File: config.mk
export PLATFORM = sky130hd
export DESIGN_NAME = pdp_rdma_reg
export DESIGN_NICKNAME = d
export VERILOG_FILES = /design/src/design/pdp_rdma_reg_pkg.sv /design/src/design/csb_reg_port.sv /design/src/design/launch_ctrl.sv /design/src/design/pdp_rdma_reg.sv /design/src/design/reg_dual_group.sv /design/src/design/reg_group_select.sv /design/src/design/reg_single_group.sv
export SDC_FILE = /design/constraint.sdc
export NUM_CORES = 1
export LEC_CHECK = 0
export BUFFER_PORTS_ARGS = -buffer_cell sky130_fd_sc_hd__buf_2
export CAP_MARGIN = 20
export CORE_UTILIZATION = 32
export CTS_BUF_LIST = sky130_fd_sc_hd__clkbuf_4
export CTS_CLUSTER_SIZE = 10
export DETAILED_ROUTE_END_ITERATION = 16
export PLACE_DENSITY_LB_ADDON = 0.05
export SLEW_MARGIN = 15
export SYNTH_ARGS = -nofsm -noshare
export SYNTH_HDL_FRONTEND = slang
export SYNTH_HIERARCHICAL = 1
export SYNTH_SLANG_ARGS = --single-unit
File: constraint.sdc
create_clock -name nvdla_core_clk -period 3.7 [get_ports nvdla_core_clk]
set_clock_uncertainty 0.1 [all_clocks]
set_input_delay 0.37 -clock nvdla_core_clk [delete_from_list [all_inputs] [get_ports nvdla_core_clk]]
set_output_delay 0.37 -clock nvdla_core_clk [all_outputs]
set_load 0.01 [all_outputs]
File: src/design/pdp_rdma_reg_pkg.sv
`default_nettype none

package pdp_rdma_reg_pkg;

  //////////////////////////////////////////////////
  // widths
  //////////////////////////////////////////////////
  localparam int unsigned reg_offset_w = 12;  // 4 KB per subunit
  localparam int unsigned data_w       = 32;
  localparam int unsigned cube_w       = 13;  // cube width/height/channel

  //////////////////////////////////////////////////
  // register map, byte offsets
  //////////////////////////////////////////////////
  // single group
  localparam logic [reg_offset_w-1:0] off_s_status       = 12'h000;
  localparam logic [reg_offset_w-1:0] off_s_pointer      = 12'h004;
  // dual groups
  localparam logic [reg_offset_w-1:0] off_d_op_enable    = 12'h008;
  localparam logic [reg_offset_w-1:0] off_d_cube_width   = 12'h00c;
  localparam logic [reg_offset_w-1:0] off_d_cube_height  = 12'h010;
  localparam logic [reg_offset_w-1:0] off_d_cube_channel = 12'h014;
  localparam logic [reg_offset_w-1:0] off_d_base_low     = 12'h018;
  localparam logic [reg_offset_w-1:0] off_d_base_high    = 12'h01c;
  localparam logic [reg_offset_w-1:0] off_d_line_stride  = 12'h020;
  localparam logic [reg_offset_w-1:0] off_d_surf_stride  = 12'h024;
  localparam logic [reg_offset_w-1:0] off_d_perf_stall   = 12'h028;  // read only

  // everything from here up belongs to a dual group
  localparam logic [reg_offset_w-1:0] off_d_first = off_d_op_enable;

  //////////////////////////////////////////////////
  // enums
  //////////////////////////////////////////////////
  typedef enum logic [1:0] {
    st_idle    = 2'd0,
    st_pending = 2'd1,  // enabled, waiting for the other group
    st_running = 2'd2   // enabled and owned by the datapath
  } group_status_e;

  // response kind, bit 33 of the response word
  typedef enum logic {
    op_read  = 1'b0,
    op_write = 1'b1
  } csb_op_e;

  //////////////////////////////////////////////////
  // structs
  //////////////////////////////////////////////////
  // csb request, 63 bits; msb first so addr lands on [21:0]
  typedef struct packed {
    logic [1:0]        level;    // [62:61]
    logic [3:0]        wrbe;     // [60:57]
    logic              srcpriv;  // [56]
    logic              nposted;  // [55]
    logic              write;    // [54]
    logic [data_w-1:0] wdat;     // [53:22]
    logic [21:0]       addr;     // word address
  } csb_req_t;

  // csb response, 34 bits
  typedef struct packed {
    csb_op_e           is_write;  // [33]
    logic              error;     // [32]
    logic [data_w-1:0] rdat;      // [31:0]
  } csb_resp_t;

  // shared register write bus
  typedef struct packed {
    logic [reg_offset_w-1:0] offset;
    logic [data_w-1:0]       wr_data;
    logic                    wr_en;
  } reg_bus_t;

  // one copy of the layer configuration
  typedef struct packed {
    logic [cube_w-1:0] cube_width;
    logic [cube_w-1:0] cube_height;
    logic [cube_w-1:0] cube_channel;
    logic [data_w-1:0] base_low;
    logic [data_w-1:0] base_high;
    logic [data_w-1:0] line_stride;
    logic [data_w-1:0] surf_stride;
  } rdma_cfg_t;

endpackage

`default_nettype wire

File: src/design/csb_reg_port.sv
`timescale 1ns/1ps
`default_nettype none

module csb_reg_port
  import pdp_rdma_reg_pkg::*;
(
  input  wire logic              nvdla_core_clk,
  input  wire logic              nvdla_core_rstn,
  input  wire logic              csb_req_valid,
  input  wire csb_req_t          csb_req,
  input  wire logic [data_w-1:0] rd_data,         // merged group read data
  output logic                   csb_req_ready,
  output reg_bus_t               reg_bus,
  output logic                   csb_resp_valid,
  output csb_resp_t              csb_resp
);

  csb_req_t  req_q;      // captured request
  logic      req_pvld;   // request valid, one cycle late
  logic      reg_rd_en;
  logic      reg_wr_en;
  csb_resp_t rresp;      // read response word
  csb_resp_t wresp;      // write response word

  assign csb_req_ready = 1'b1;  // never stalls

  //////////////////////////////////////////////////
  // request capture
  //////////////////////////////////////////////////
  always_ff @(posedge nvdla_core_clk or negedge nvdla_core_rstn) begin
    if (!nvdla_core_rstn) begin
      req_pvld <= 1'b0;
    end else begin
      req_pvld <= csb_req_valid;
    end
  end

  always_ff @(posedge nvdla_core_clk) begin
    if (csb_req_valid) begin
      req_q <= csb_req;  // payload only
    end
  end

  // csb address is in words, register offsets in bytes
  assign reg_bus.offset  = {req_q.addr[reg_offset_w-3:0], 2'b00};
  assign reg_bus.wr_data = req_q.wdat;
  assign reg_bus.wr_en   = reg_wr_en;

  assign reg_wr_en = req_pvld & req_q.write;
  assign reg_rd_en = req_pvld & ~req_q.write;

  //////////////////////////////////////////////////
  // responses
  //////////////////////////////////////////////////
  assign rresp.is_write = op_read;
  assign rresp.error    = 1'b0;
  assign rresp.rdat     = rd_data;    // registers before this edge's write

  assign wresp.is_write = op_write;
  assign wresp.error    = 1'b0;
  assign wresp.rdat     = '0;

  always_ff @(posedge nvdla_core_clk) begin
    if (reg_rd_en) begin
      csb_resp <= rresp;
    end else if (reg_wr_en & req_q.nposted) begin
      csb_resp <= wresp;
    end
  end

  // posted writes stay silent
  always_ff @(posedge nvdla_core_clk or negedge nvdla_core_rstn) begin
    if (!nvdla_core_rstn) begin
      csb_resp_valid <= 1'b0;
    end else begin
      csb_resp_valid <= reg_rd_en | (reg_wr_en & req_q.nposted);
    end
  end

  // a valid response never carries unknown bits
  ap_resp_known : assert property (
    @(posedge nvdla_core_clk) disable iff (!nvdla_core_rstn)
    csb_resp_valid |-> !$isunknown(csb_resp)
  ) else $error("csb response word has unknown bits");

endmodule

`default_nettype wire

File: src/design/launch_ctrl.sv
`timescale 1ns/1ps
`default_nettype none

module launch_ctrl
  import pdp_rdma_reg_pkg::*;
#(
  parameter int OP_EN_DELAY = 3  // op_en to datapath latency, 2 or more
) (
  input  wire logic              nvdla_core_clk,
  input  wire logic              nvdla_core_rstn,
  input  wire logic              dp_done,      // layer finished
  input  wire logic              trigger_d0,
  input  wire logic              trigger_d1,
  input  wire logic [data_w-1:0] wr_data,      // bit 0 is the op_en value
  input  wire rdma_cfg_t         cfg_d0,
  input  wire rdma_cfg_t         cfg_d1,
  output logic [1:0]             op_en,
  output logic                   consumer,
  output group_status_e          status_0,
  output group_status_e          status_1,
  output rdma_cfg_t              dp_cfg,
  output logic                   dp_op_en,
  output logic                   slcg_op_en
);

  logic [1:0]             trigger;
  logic [1:0]             op_en_w;
  logic                   op_en_ori;  // op_en of the consumed group
  logic [OP_EN_DELAY-1:0] op_en_sr;
  logic [2:0]             slcg_sr;    // clock gate opens 3 cycles late

  assign trigger = {trigger_d1, trigger_d0};

  //////////////////////////////////////////////////
  // consumer pointer
  //////////////////////////////////////////////////
  always_ff @(posedge nvdla_core_clk or negedge nvdla_core_rstn) begin
    if (!nvdla_core_rstn) begin
      consumer <= 1'b0;
    end else if (dp_done) begin
      consumer <= ~consumer;  // hand over to the other copy
    end
  end

  //////////////////////////////////////////////////
  // per group op_en
  //////////////////////////////////////////////////
  always_comb begin
    for (int g = 0; g < 2; g++) begin
      if (~op_en[g] & trigger[g]) begin
        op_en_w[g] = wr_data[0];
      end else if (dp_done && (consumer == g[0])) begin
        op_en_w[g] = 1'b0;  // consumed group released
      end else begin
        op_en_w[g] = op_en[g];
      end
    end
  end

  always_ff @(posedge nvdla_core_clk or negedge nvdla_core_rstn) begin
    if (!nvdla_core_rstn) begin
      op_en <= 2'b00;
    end else begin
      op_en <= op_en_w;
    end
  end

  // status, group 0 runs when consumer is 0
  assign status_0 = !op_en[0] ? st_idle : (!consumer ? st_running : st_pending);
  assign status_1 = !op_en[1] ? st_idle : (consumer ? st_running : st_pending);

  //////////////////////////////////////////////////
  // datapath launch
  //////////////////////////////////////////////////
  assign op_en_ori = consumer ? op_en[1] : op_en[0];

  always_ff @(posedge nvdla_core_clk or negedge nvdla_core_rstn) begin
    if (!nvdla_core_rstn) begin
      op_en_sr <= '0;
      slcg_sr  <= 3'b000;
    end else begin
      op_en_sr <= dp_done ? '0 : {op_en_sr[OP_EN_DELAY-2:0], op_en_ori};  // restart on done
      slcg_sr  <= {slcg_sr[1:0], op_en_ori};
    end
  end

  assign dp_op_en   = op_en_sr[OP_EN_DELAY-1];
  assign slcg_op_en = slcg_sr[2];
  assign dp_cfg     = consumer ? cfg_d1 : cfg_d0;  // active copy

  ap_done_known : assert property (
    @(posedge nvdla_core_clk) disable iff (!nvdla_core_rstn)
    !$isunknown(dp_done)
  ) else $error("dp_done is X");

endmodule

`default_nettype wire

File: src/design/pdp_rdma_reg.sv
`timescale 1ns/1ps
`default_nettype none

module pdp_rdma_reg
  import pdp_rdma_reg_pkg::*;
#(
  parameter int OP_EN_DELAY = 3
) (
  input  wire logic              nvdla_core_clk,
  input  wire logic              nvdla_core_rstn,
  input  wire logic              csb_req_valid,
  input  wire csb_req_t          csb_req,
  input  wire logic              dp_done,
  input  wire logic [data_w-1:0] perf_read_stall_d0,
  input  wire logic [data_w-1:0] perf_read_stall_d1,
  output logic                   csb_req_ready,
  output logic                   csb_resp_valid,
  output csb_resp_t              csb_resp,
  output rdma_cfg_t              dp_cfg,
  output logic                   dp_op_en,
  output logic                   slcg_op_en
);

  reg_bus_t          reg_bus;     // from the csb port
  reg_bus_t          s_bus;
  reg_bus_t          d0_bus;
  reg_bus_t          d1_bus;
  logic [data_w-1:0] rd_data;
  logic [data_w-1:0] s_rd_data;
  logic [data_w-1:0] d0_rd_data;
  logic [data_w-1:0] d1_rd_data;
  logic              producer;
  logic              consumer;
  logic [1:0]        op_en;
  group_status_e     status_0;
  group_status_e     status_1;
  rdma_cfg_t         cfg_d0;
  rdma_cfg_t         cfg_d1;
  logic              trigger_d0;
  logic              trigger_d1;

  csb_reg_port u_port (
    .nvdla_core_clk, .nvdla_core_rstn, .csb_req_valid, .csb_req,
    .rd_data, .csb_req_ready, .reg_bus, .csb_resp_valid, .csb_resp
  );

  reg_group_select u_select (
    .nvdla_core_clk, .nvdla_core_rstn, .reg_bus, .producer, .op_en,
    .s_rd_data, .d0_rd_data, .d1_rd_data, .s_bus, .d0_bus, .d1_bus, .rd_data
  );

  reg_single_group u_single (
    .nvdla_core_clk, .nvdla_core_rstn, .bus(s_bus), .consumer,
    .status_0, .status_1, .producer, .rd_data(s_rd_data)
  );

  // two copies of the layer configuration
  reg_dual_group u_dual_d0 (
    .nvdla_core_clk, .nvdla_core_rstn, .bus(d0_bus), .op_en(op_en[0]),
    .perf_read_stall(perf_read_stall_d0), .cfg(cfg_d0),
    .op_en_trigger(trigger_d0), .rd_data(d0_rd_data)
  );

  reg_dual_group u_dual_d1 (
    .nvdla_core_clk, .nvdla_core_rstn, .bus(d1_bus), .op_en(op_en[1]),
    .perf_read_stall(perf_read_stall_d1), .cfg(cfg_d1),
    .op_en_trigger(trigger_d1), .rd_data(d1_rd_data)
  );

  launch_ctrl #(.OP_EN_DELAY(OP_EN_DELAY)) u_launch (
    .nvdla_core_clk, .nvdla_core_rstn, .dp_done, .trigger_d0, .trigger_d1,
    .wr_data(reg_bus.wr_data), .cfg_d0, .cfg_d1, .op_en, .consumer,
    .status_0, .status_1, .dp_cfg, .dp_op_en, .slcg_op_en
  );

endmodule

`default_nettype wire

File: src/design/reg_dual_group.sv
`timescale 1ns/1ps
`default_nettype none

module reg_dual_group
  import pdp_rdma_reg_pkg::*;
(
  input  wire logic              nvdla_core_clk,
  input  wire logic              nvdla_core_rstn,
  input  wire reg_bus_t          bus,              // wr_en already granted
  input  wire logic              op_en,            // this group's enable, for readback
  input  wire logic [data_w-1:0] perf_read_stall,
  output rdma_cfg_t              cfg,
  output logic                   op_en_trigger,    // one-shot on op_enable write
  output logic [data_w-1:0]      rd_data
);

  localparam int unsigned pad_w = data_w - cube_w;  // zero fill for cube fields

  // op_en itself lives in launch_ctrl, here only the strobe
  assign op_en_trigger = bus.wr_en && (bus.offset == off_d_op_enable);

  //////////////////////////////////////////////////
  // configuration registers
  //////////////////////////////////////////////////
  always_ff @(posedge nvdla_core_clk or negedge nvdla_core_rstn) begin
    if (!nvdla_core_rstn) begin
      cfg <= '0;
    end else if (bus.wr_en) begin
      case (bus.offset)
        off_d_cube_width:   cfg.cube_width   <= bus.wr_data[cube_w-1:0];  // upper bits dropped
        off_d_cube_height:  cfg.cube_height  <= bus.wr_data[cube_w-1:0];
        off_d_cube_channel: cfg.cube_channel <= bus.wr_data[cube_w-1:0];
        off_d_base_low:     cfg.base_low     <= bus.wr_data;
        off_d_base_high:    cfg.base_high    <= bus.wr_data;
        off_d_line_stride:  cfg.line_stride  <= bus.wr_data;
        off_d_surf_stride:  cfg.surf_stride  <= bus.wr_data;
        default: begin
          // op_enable, perf and holes write nothing here
        end
      endcase
    end
  end

  //////////////////////////////////////////////////
  // readback
  //////////////////////////////////////////////////
  always_comb begin
    case (bus.offset)
      off_d_op_enable: begin
        rd_data = {{(data_w-1){1'b0}}, op_en};
      end
      off_d_cube_width: begin
        rd_data = {{pad_w{1'b0}}, cfg.cube_width};
      end
      off_d_cube_height: begin
        rd_data = {{pad_w{1'b0}}, cfg.cube_height};
      end
      off_d_cube_channel: begin
        rd_data = {{pad_w{1'b0}}, cfg.cube_channel};
      end
      off_d_base_low:    rd_data = cfg.base_low;
      off_d_base_high:   rd_data = cfg.base_high;
      off_d_line_stride: rd_data = cfg.line_stride;
      off_d_surf_stride: rd_data = cfg.surf_stride;
      off_d_perf_stall:  rd_data = perf_read_stall;  // straight from the datapath
      default: begin
        rd_data = '0;  // unmapped
      end
    endcase
  end

endmodule

`default_nettype wire

File: src/design/reg_group_select.sv
`timescale 1ns/1ps
`default_nettype none

module reg_group_select
  import pdp_rdma_reg_pkg::*;
(
  input  wire logic              nvdla_core_clk,
  input  wire logic              nvdla_core_rstn,
  input  wire reg_bus_t          reg_bus,
  input  wire logic              producer,    // group software is programming
  input  wire logic [1:0]        op_en,       // per group lock
  input  wire logic [data_w-1:0] s_rd_data,
  input  wire logic [data_w-1:0] d0_rd_data,
  input  wire logic [data_w-1:0] d1_rd_data,
  output reg_bus_t               s_bus,
  output reg_bus_t               d0_bus,
  output reg_bus_t               d1_bus,
  output logic [data_w-1:0]      rd_data
);

  logic select_s;
  logic select_d0;
  logic select_d1;

  // low offsets are the single group, the rest is the producer's copy
  assign select_s  = (reg_bus.offset < off_d_first);
  assign select_d0 = ~select_s & ~producer;
  assign select_d1 = ~select_s & producer;

  //////////////////////////////////////////////////
  // write grant
  //////////////////////////////////////////////////
  always_comb begin
    s_bus        = reg_bus;
    d0_bus       = reg_bus;
    d1_bus       = reg_bus;
    s_bus.wr_en  = reg_bus.wr_en & select_s;
    d0_bus.wr_en = reg_bus.wr_en & select_d0 & ~op_en[0];  // locked while enabled
    d1_bus.wr_en = reg_bus.wr_en & select_d1 & ~op_en[1];
  end

  // read merge
  assign rd_data = ({data_w{select_s}}  & s_rd_data)  |
                   ({data_w{select_d0}} & d0_rd_data) |
                   ({data_w{select_d1}} & d1_rd_data);

  // software must not reprogram a group the datapath still owns
  ap_no_locked_write : assert property (
    @(posedge nvdla_core_clk) disable iff (!nvdla_core_rstn)
    (reg_bus.wr_en && !select_s) |-> !op_en[producer]
  ) else $error("write to dual group %0d while op_en is set", producer);

endmodule

`default_nettype wire

File: src/design/reg_single_group.sv
`timescale 1ns/1ps
`default_nettype none

module reg_single_group
  import pdp_rdma_reg_pkg::*;
(
  input  wire logic          nvdla_core_clk,
  input  wire logic          nvdla_core_rstn,
  input  wire reg_bus_t      bus,
  input  wire logic          consumer,   // group the datapath runs
  input  wire group_status_e status_0,
  input  wire group_status_e status_1,
  output logic               producer,   // group software writes
  output logic [data_w-1:0]  rd_data
);

  logic ptr_wr;

  //////////////////////////////////////////////////
  // producer pointer
  //////////////////////////////////////////////////
  assign ptr_wr = bus.wr_en && (bus.offset == off_s_pointer);

  always_ff @(posedge nvdla_core_clk or negedge nvdla_core_rstn) begin
    if (!nvdla_core_rstn) begin
      producer <= 1'b0;
    end else if (ptr_wr) begin
      producer <= bus.wr_data[0];  // only bit 0 is writable
    end
  end

  //////////////////////////////////////////////////
  // readback
  //////////////////////////////////////////////////
  always_comb begin
    case (bus.offset)
      off_s_status: begin
        // group 0 low half, group 1 high half
        rd_data = {14'b0, status_1, 14'b0, status_0};
      end
      off_s_pointer: begin
        rd_data = {15'b0, consumer, 15'b0, producer};
      end
      default: begin
        rd_data = '0;
      end
    endcase
  end

endmodule

`default_nettype wire

==> impl_results.md, run 1 <==
- Commonest non-fill, non-tap cell in the layout: mux2_2
- Hold Path Class: primary input to flop
- Placer Congestion: 0.820
- Cell area after layout: 28000 µm²
- Largest net degree at the start of global routing: 91
- Power Total: 11.7 mW
- Pins Over Slew Limit: 0
- Setup Viol. Count Final: 0
- Max-Cap Viols: 0
- Vias in the first global route: 17200
- Die area: 74400 µm²
- RSZ-0062 raised after global routing: false
- Nets: 2262
- Critical Path RT: 4.38 ns
- Arr. time, crit path: 4.16 ns
- GRT Resource Usage Total: 23.3%
- Final Hold Fails: 0
- Crit Path Class: flop to flop
- Worst skew pair latency: 0.94 ns
- Setup TNS: 0 ns
- CTS tree: yes
- Mean Syn Cell Area: 13.3 µm²
- Top cell by count, worst path: buf_4
- Peak Freq: 0.287 GHz
- GR Overflow Total: 0
- Mapped Area: 23500 µm²
- Worst Path Buf+Inv: 2
- Crit start category: flop
- Largest stage delay, worst path: 0.71 ns
- Initial Util: 32.6%
- H-tree depth: 4
- Rel. slew slack: 30.6%
- First-pass GRT wire length: 123 mm
- Initial DRC count: 1039
- YS warnings: 6
- Pwr dens: 418 nW/µm²
- Commonest non-fill, non-tap cells in the layout: mux2_2 (529), dfrtp_1 (344), buf_2 (313)
- Num ports: 336
- LEAKAGE: 13.7 nW
- Initial antenna violation count: 8
- Number of buffers added on ports: 314
- Crit path cell chain: buf_4, nor4_4, nand3_4, nor4b_1, nand3_2, nor3_4, buf_4, mux2_2
- Clock slew at reported path FFs: 0.06 ns
- Cells after synthesis: 1767
- Die Ht: 273 µm
- Final min period: 3.48 ns
- P&R area growth vs syn: 19.3%
- Maximum VDD drop: 0.271 mV
- CP Max Fanout: 20
- Site Rows: 98
- Core area: 72000 µm²
- Slowest-stage cell, CP: edfxtp_1
- Die W: 273 µm
- DR DRC count: 0
- Crit end category: flop
- Pre-Repair DR Iteration Count: 4
- Cts bufs inserted: 136
- Family with the most delay on the worst path: simple AND/OR/NAND/NOR gates
- Layout cells sized above 1: 55.3%
- Worst slew pin tran: 1.04 ns
- Root Driver: clkbuf_4
- Clock Sinks: 423
- Vias: 16200
- Via density: 5.08
- WL per Instance: 27.2 µm
- Final wirelength: 86.7 mm
- Tcrit/Tclk final: 94.0%
- Clock Path Buffers: 3
- Placed cell area: 25100 µm²
- Status: finished clean
- Post-DP HPWL: 57.0 mm
- Final ANT Viol Nets: 0
-- worst reg2reg max path: stages, from the launching register on --
cell	delay, ns
edfxtp_1	0.71
buf_4	0.26
nor4_4	0.05
nand3_4	0.12
nor4b_1	0.60
nand3_2	0.42
nor3_4	0.25
buf_4	0.43
mux2_2	0.43
-- per-layer routing --
| metal | part of all wire, % | routed length [µm] | vias to the layer above | global-route usage [%] |
|---|---|---|---|---|
| met2 | 46 | 39900 | 481 | 35.8 |
| li1 | - | - | 7191 | - |
| met4 | 1.8 | 1600 | 0 | 7.39 |
| met5 | 0 | 0 | - | 0 |
| met3 | 4.5 | 3900 | 107 | 4.88 |
| met1 | 48 | 41300 | 8424 | 32.7 |
-- layout make-up --
cell class,instances,area [µm²]
timing repair buffer,486,3380
clock inverter,32,289
inverter,7,26.3
clock buffer,213,1600
tap,950,1190
antenna,4,10.0
multi-input combinational,1077,10500
sequential,423,11000
fill,7104,44000
-- per-stage QoR --
step	hold slack [ns]	utilization (%)	worst slack [ns]	std cells
5_1_grt	0.0688	38.9	0.0515	3192
4_1_cts	0.000187	38.9	0.136	3188
6_report	0.180	38.9	0.221	3192
3_5_place_dp	0.235	34.9	0.147	2850
2_1_floorplan	-0.0256	-	0.260	1796
3_3_place_gp	0.234	34.9	0.314	2850
-- registers in the layout, summed over array words and instances, names as in the netlist --
| register | cells |
|---|---|
| u_dual_d1/cfg | 167 |
| u_port/csb_resp | 33 |
| u_port/csb_resp_valid | 1 |
| u_port/req_q | 2 |
| u_port/reg_bus | 42 |
| u_dual_d0/cfg | 167 |
| u_launch/slcg_sr | 3 |
| u_launch/op_en_sr | 3 |
| u_port/req_pvld | 1 |
| u_launch/consumer | 1 |
| u_single/producer | 1 |
| u_launch/op_en | 2 |
-- power by group --
part	switching [mW]	internal, mW	leakage [nW]
Sequential	0.221	4.81	5.65
Combinational	0.818	0.598	6.93
Clock	2.24	3.02	1.13
-- final timing paths --
check                                    start                  end  slack (ns)  cells after the start
max reg2reg                 u_port/reg_bus[38]    u_dual_d0/cfg[13]        0.22                      8
min in group asynchronous      nvdla_core_rstn   u_dual_d1/cfg[137]        0.61                      4
max                         u_port/reg_bus[38]    u_dual_d0/cfg[13]        0.22                      8
min                                 csb_req[3]   u_port/reg_bus[38]        0.18                      2
min reg2reg                u_launch/slcg_sr[0]  u_launch/slcg_sr[1]        0.25                      0
max in group asynchronous      nvdla_core_rstn   u_dual_d0/cfg[110]        2.38                      4
-- timing repair --
item	CTS	global route
setup buffers	1	0
setup endpoints to repair	1	36
hold buffers	92	0
resized for setup	0	1
pin swaps	0	0
endpoints found under the hold margin	404	0
(Power assumes the default switching activity.)
==> run 2: changes to the inputs <==
--- a/config.mk
+++ b/config.mk
@@ -7,11 +7,12 @@
 export LEC_CHECK = 0
 export BUFFER_PORTS_ARGS = -buffer_cell sky130_fd_sc_hd__buf_2
 export CAP_MARGIN = 20
-export CORE_UTILIZATION = 32
+export CORE_UTILIZATION = 60
 export CTS_BUF_LIST = sky130_fd_sc_hd__clkbuf_4
 export CTS_CLUSTER_SIZE = 10
 export DETAILED_ROUTE_END_ITERATION = 16
-export PLACE_DENSITY_LB_ADDON = 0.05
+export GPL_TIMING_DRIVEN = 0
+export PLACE_DENSITY = 0.8
 export SLEW_MARGIN = 15
 export SYNTH_ARGS = -nofsm -noshare
 export SYNTH_HDL_FRONTEND = slang
==> impl_results.md, run 2 (same netlist as run 1, synthesis figures left out) <==
- Commonest non-fill, non-tap cell in the layout: mux2_2
- Final core utilization: 72.1%
- Final ANT Viol Nets: 0
- Worst slew pin tran: 1.10 ns
- Pwr dens: 400 nW/µm²
- DR DRC count: 0
- Crit path from: u_port/reg_bus[38]
- Crit end category: flop
- Final min period: 3.71 ns
- Hold Path Class: primary input to async pin
- Placer Congestion: 0.979
- Nets: 2402
- Commonest non-fill, non-tap cells in the layout: mux2_2 (529), dfrtp_1 (346), buf_2 (340)
- Die Ht: 200 µm
- Worst r2r src: u_port/reg_bus[38]
- Largest stage delay, worst path: 0.78 ns
- Arr. time, crit path: 4.29 ns
- Pre-Repair DR Iteration Count: 5
- LEAKAGE: 14.1 nW
- GRT Resource Usage Total: 38.9%
- Status: complete, but fails checks
- Crit Path Class: flop to flop
- Post-route setup slack: -0.0105 ns
- Setup slack, reg-to-reg: -0.01 ns
- Number of buffers added on ports: 314
- Final wirelength: 77.5 mm
- Via density: 6.15
- Cell area after layout: 27900 µm²
- Post-DP HPWL: 53.2 mm
- Slowest-stage cell, CP: clkbuf_1
- Layout cells sized above 1: 57.8%
- Largest net degree at the start of global routing: 106
- Die area: 39900 µm²
- H-tree depth: 3
- CP Max Fanout: 10
- First-pass GRT wire length: 111 mm
- Failing checks: setup timing
- Die W: 200 µm
- Clock Sinks: 423
- Final Hold Fails: 0
- P&R area growth vs syn: 18.7%
- Crit path cell chain: buf_4, buf_4, buf_2, nor4b_4, nor2b_1, clkbuf_1, a2bb2oi_1, o22ai_1, mux2_2, mux2_4, and2_1
- Initial antenna violation count: 2
- Initial Util: 60.7%
- CTS tree: yes
- GR Overflow Total: 0
- Core area: 38600 µm²
- Worst skew pair latency: 0.83 ns
- Family with the most delay on the worst path: buffers and inverters
- Clock slew at reported path FFs: 0.07 ns
- Num ports: 336
- Worst Path Buf+Inv: 4
- Fill cells: 2762
- Clock Path Buffers: 3
- Rel. slew slack: 26.7%
- Critical Path RT: 4.28 ns
- Post-CTS Setup Inserts: 0
- Initial DRC count: 1596
- Peak Freq: 0.270 GHz
- Vias: 17700
- Vias in the first global route: 17800
- WL per Instance: 27.0 µm
- Top cell by count, worst path: buf_4
- Maximum VDD drop: 0.262 mV
- Sequential Area: 11000 µm²
- Root Driver: clkbuf_4
- Max-Cap Viols: 0
- RSZ-0062 raised after global routing: false
- Placed cell area: 25900 µm²
- Crit start category: flop
- Setup Viol. Count Final: 1
- Area of the multi-input gates: 10500 µm²
- Site Rows: 72
- Pins Over Slew Limit: 0
- Cts bufs inserted: 110
- Tcrit/Tclk final: 100%
run 2: cell types whose count changed in the layout (fill, tap and decap cells not counted), sizes merged:
cell,before,now
bufinv,6,2
inv,13,10
buf,395,566
diode,4,1
clkinv,20,19
dlygate4sd3,91,47
run 2: layer usage:
metal	vias up	GRT usage [%]	routed length [µm]
li1	7450	-	-
met1	8807	49.7	29300
met2	1182	59.6	35100
met3	260	9.76	8640
met4	2	24.2	4560
met5	-	0	10
run 2: cell type report:
cell class / instances / area share (%)
inverter: 7 / 0.0943
multi-input combinational: 1077 / 37.6
clock buffer: 174 / 4.69
timing repair buffer: 365 / 7.77
sequential: 423 / 39.4
clock inverter: 24 / 0.512
antenna: 1 / 0.00898
tap: 518 / 2.33
buffer: 287 / 7.65
run 2: final timing paths:
path,end,cells past startpoint
setup reg to reg,u_port/csb_resp[18],11
min in group nvdla_core_clk,u_port/reg_bus[10],2
max in group asynchronous,u_dual_d0/cfg[107],4
setup / recovery,u_port/csb_resp[18],11
hold / removal,u_dual_d0/cfg[122],2
hold reg to reg,u_launch/slcg_sr[2],0
run 2: power by group:
group          internal (mW)  total [mW]  switching (mW)
sequential              4.80        4.83          0.0304
clock                   2.25        4.19            1.94
combinational          0.868        2.13            1.26
total                   7.92        11.2            3.23
run 2: stage by stage:
stage                     power [mW]  hold WS, ns  setup TNS, ns  std cells  worst slack, ns
after CTS                       11.1       0.0342              0       2877           0.0567
after detailed placement        6.92        0.240          -1.96       2632           -0.158
after floorplan                 6.16      -0.0256              0       1796            0.260
after global routing            11.5        0.108              0       2876           0.0524
after global placement          6.89        0.238       -1570.69       2628            -4.43
final                           11.2       0.0711        -0.0105       2876          -0.0105
run 2: what timing repair did:
action,CTS,global route
gates resized for setup,3,2
hold buffers,47,0
hold endpoints to repair,155,0
endpoints found under the setup margin,23,10
==> run 3: changes to the inputs <==
--- a/config.mk
+++ b/config.mk
@@ -7,12 +7,14 @@
 export LEC_CHECK = 0
 export BUFFER_PORTS_ARGS = -buffer_cell sky130_fd_sc_hd__buf_2
 export CAP_MARGIN = 20
-export CORE_UTILIZATION = 60
+export CELL_PAD_IN_SITES_DETAIL_PLACEMENT = 1
+export CELL_PAD_IN_SITES_GLOBAL_PLACEMENT = 2
+export CORE_UTILIZATION = 41
 export CTS_BUF_LIST = sky130_fd_sc_hd__clkbuf_4
 export CTS_CLUSTER_SIZE = 10
 export DETAILED_ROUTE_END_ITERATION = 16
 export GPL_TIMING_DRIVEN = 0
-export PLACE_DENSITY = 0.8
+export PLACE_DENSITY = 0.79
 export SLEW_MARGIN = 15
 export SYNTH_ARGS = -nofsm -noshare
 export SYNTH_HDL_FRONTEND = slang
==> impl_results.md, run 3 (same netlist as run 1, synthesis figures left out) <==
- Tcrit/Tclk final: 102%
- Vias in the first global route: 18500
- Core area: 56500 µm²
- Reg-to-Reg End: u_port/csb_resp[25]
- Commonest non-fill, non-tap cells in the layout: mux2_2 (529), dfrtp_1 (346), buf_2 (340)
- Post-route setup slack: -0.0870 ns
- Nets: 2420
- Crit path cell chain: buf_4, buf_4, buf_4, or4b_1, buf_2, clkbuf_1, a2bb2oi_1, o22ai_1, mux2_1, mux2_4, and2_2
- Final min period: 3.79 ns
- LEAKAGE: 14.3 nW
- Worst skew pair latency: 0.92 ns
- Final Hold Fails: 0
- Setup slack, reg-to-reg: -0.09 ns
- First-pass GRT wire length: 128 mm
- Site Rows: 87
- Num ports: 336
- GRT Resource Usage Total: 31.0%
- Arr. time, crit path: 4.36 ns
- Layout cells sized above 1: 57.9%
- Worst R2R Path Depth: 11
- CTS tree: yes
- Slowest-stage cell, CP: clkbuf_1
- H-tree depth: 3
- Worst slew pin tran: 1.02 ns
- Post-DP HPWL: 63.5 mm
- Area of the multi-input gates: 10500 µm²
- Top cell by count, worst path: buf_4
- Crit start category: flop
- Crit end category: flop
- Largest net degree at the start of global routing: 96
- GR Overflow Total: 0
- Placer Congestion: 0.906
- Number of buffers added on ports: 314
- Clock slew at reported path FFs: 0.07 ns
- RSZ-0062 raised after global routing: true
- Power Total: 11.7 mW
- Maximum VDD drop: 0.252 mV
- Setup Viol. Count Final: 3
- Sequential Area: 11000 µm²
- Die W: 241 µm
- Via density: 5.58
- Post-CTS Setup Inserts: 0
- P&R area growth vs syn: 21.4%
- Fill cells: 5942
- Crit path from: u_port/reg_bus[36]
- Initial DRC count: 1326
- CP Max Fanout: 10
- Cell area after layout: 28500 µm²
- Rel. slew slack: 31.9%
- Pwr dens: 410 nW/µm²
- WL per Instance: 28.5 µm
- Cts bufs inserted: 121
- Initial antenna violation count: 2
- CP Capture Point: u_port/csb_resp[25]
- Die Ht: 241 µm
- Critical Path RT: 4.27 ns
- Final ANT Viol Nets: 0
- Die area: 58200 µm²
- Root Driver: clkbuf_4
- Pre-Repair DR Iteration Count: 5
- Failing checks: setup timing
- Crit Path Class: flop to flop
- Clock Sinks: 423
- Worst r2r src: u_port/reg_bus[36]
- Commonest non-fill, non-tap cell in the layout: mux2_2
- Final wirelength: 89.9 mm
- Max-Cap Viols: 0
- Peak Freq: 0.264 GHz
- Initial Util: 41.5%
- Pre-CTS setup slack: -0.464 ns
- Vias: 17600
- Final Hold Slack: 0.0701 ns
- Placed cell area: 26300 µm²
- Hold Path Class: primary input to flop
- Clock Path Buffers: 3
- DR DRC count: 0
- Largest stage delay, worst path: 0.81 ns
- Pins Over Slew Limit: 0
- Status: complete, but fails checks
==> run 3: worst min path at each step <==
stage	from	to	slack, ns	depth (start not counted)
after floorplan	nvdla_core_rstn	u_dual_d0/cfg[0]	-0.03	0
after global placement	u_launch/slcg_sr[0]	u_launch/slcg_sr[1]	0.24	0
after detailed placement	nvdla_core_rstn	u_port/csb_resp_valid	0.14	1
after CTS	csb_req[54]	u_port/req_q[54]	0.0002	2
after global routing	csb_req[47]	u_port/reg_bus[26]	-0.006	2
final	csb_req[55]	u_port/req_q[55]	0.07	2
==> run 3: where the power goes <==
group	leakage (nW)	internal (mW)	switching, mW
clock	0.969	2.50	2.14
combinational	7.70	0.877	1.34
sequential	5.65	4.80	0.0282
==> run 3: cell type report <==
type | instances | share of cell area [%]
multi-input cells | 1077 | 36.9
clock inverters | 36 | 0.756
diodes | 4 | 0.0352
repair buffers | 372 | 7.95
inverters | 7 | 0.0923
clock buffers | 188 | 4.96
plain buffers | 287 | 7.51
well taps | 756 | 3.32
flip-flops and latches | 423 | 38.5
==> run 3: metrics by stage <==
step | setup TNS, ns | cells | util (%)
CTS | -1.20 | 3143 | 50.3
global route | -0.0276 | 3150 | 50.4
global placement | -1728.76 | 2866 | 46.2
floorplan | 0 | 1796 | -
detailed placement | -23.30 | 2872 | 46.5
finish | -0.0979 | 3150 | 50.4
==> run 3: metal layers <==
metal	up-vias	routed length (µm)	GRT usage [%]	share of wire [%]
met1	9075	37200	40.5	41
met4	0	2970	11.4	3.3
li1	7484	-	-	-
met3	176	6630	6.19	7.4
met5	-	0	0	0
met2	834	43100	50.9	48
==> run 3: critical path: cells and delay by family, from the launching register on <==
family / cells / cell delay [ns]
mux: 2 / 0.66
simple gates: 2 / 0.35
buf+inv: 5 / 1.65
flops: 1 / 0.37
compound gates: 2 / 0.41
==> run 3: repair_timing <==
| item | in CTS | in global routing |
|---|---|---|
| gates resized for setup | 6 | 10 |
| setup endpoints to repair | 131 | 39 |
| hold buffers | 49 | 3 |
| endpoints found under the hold margin | 281 | 3 |
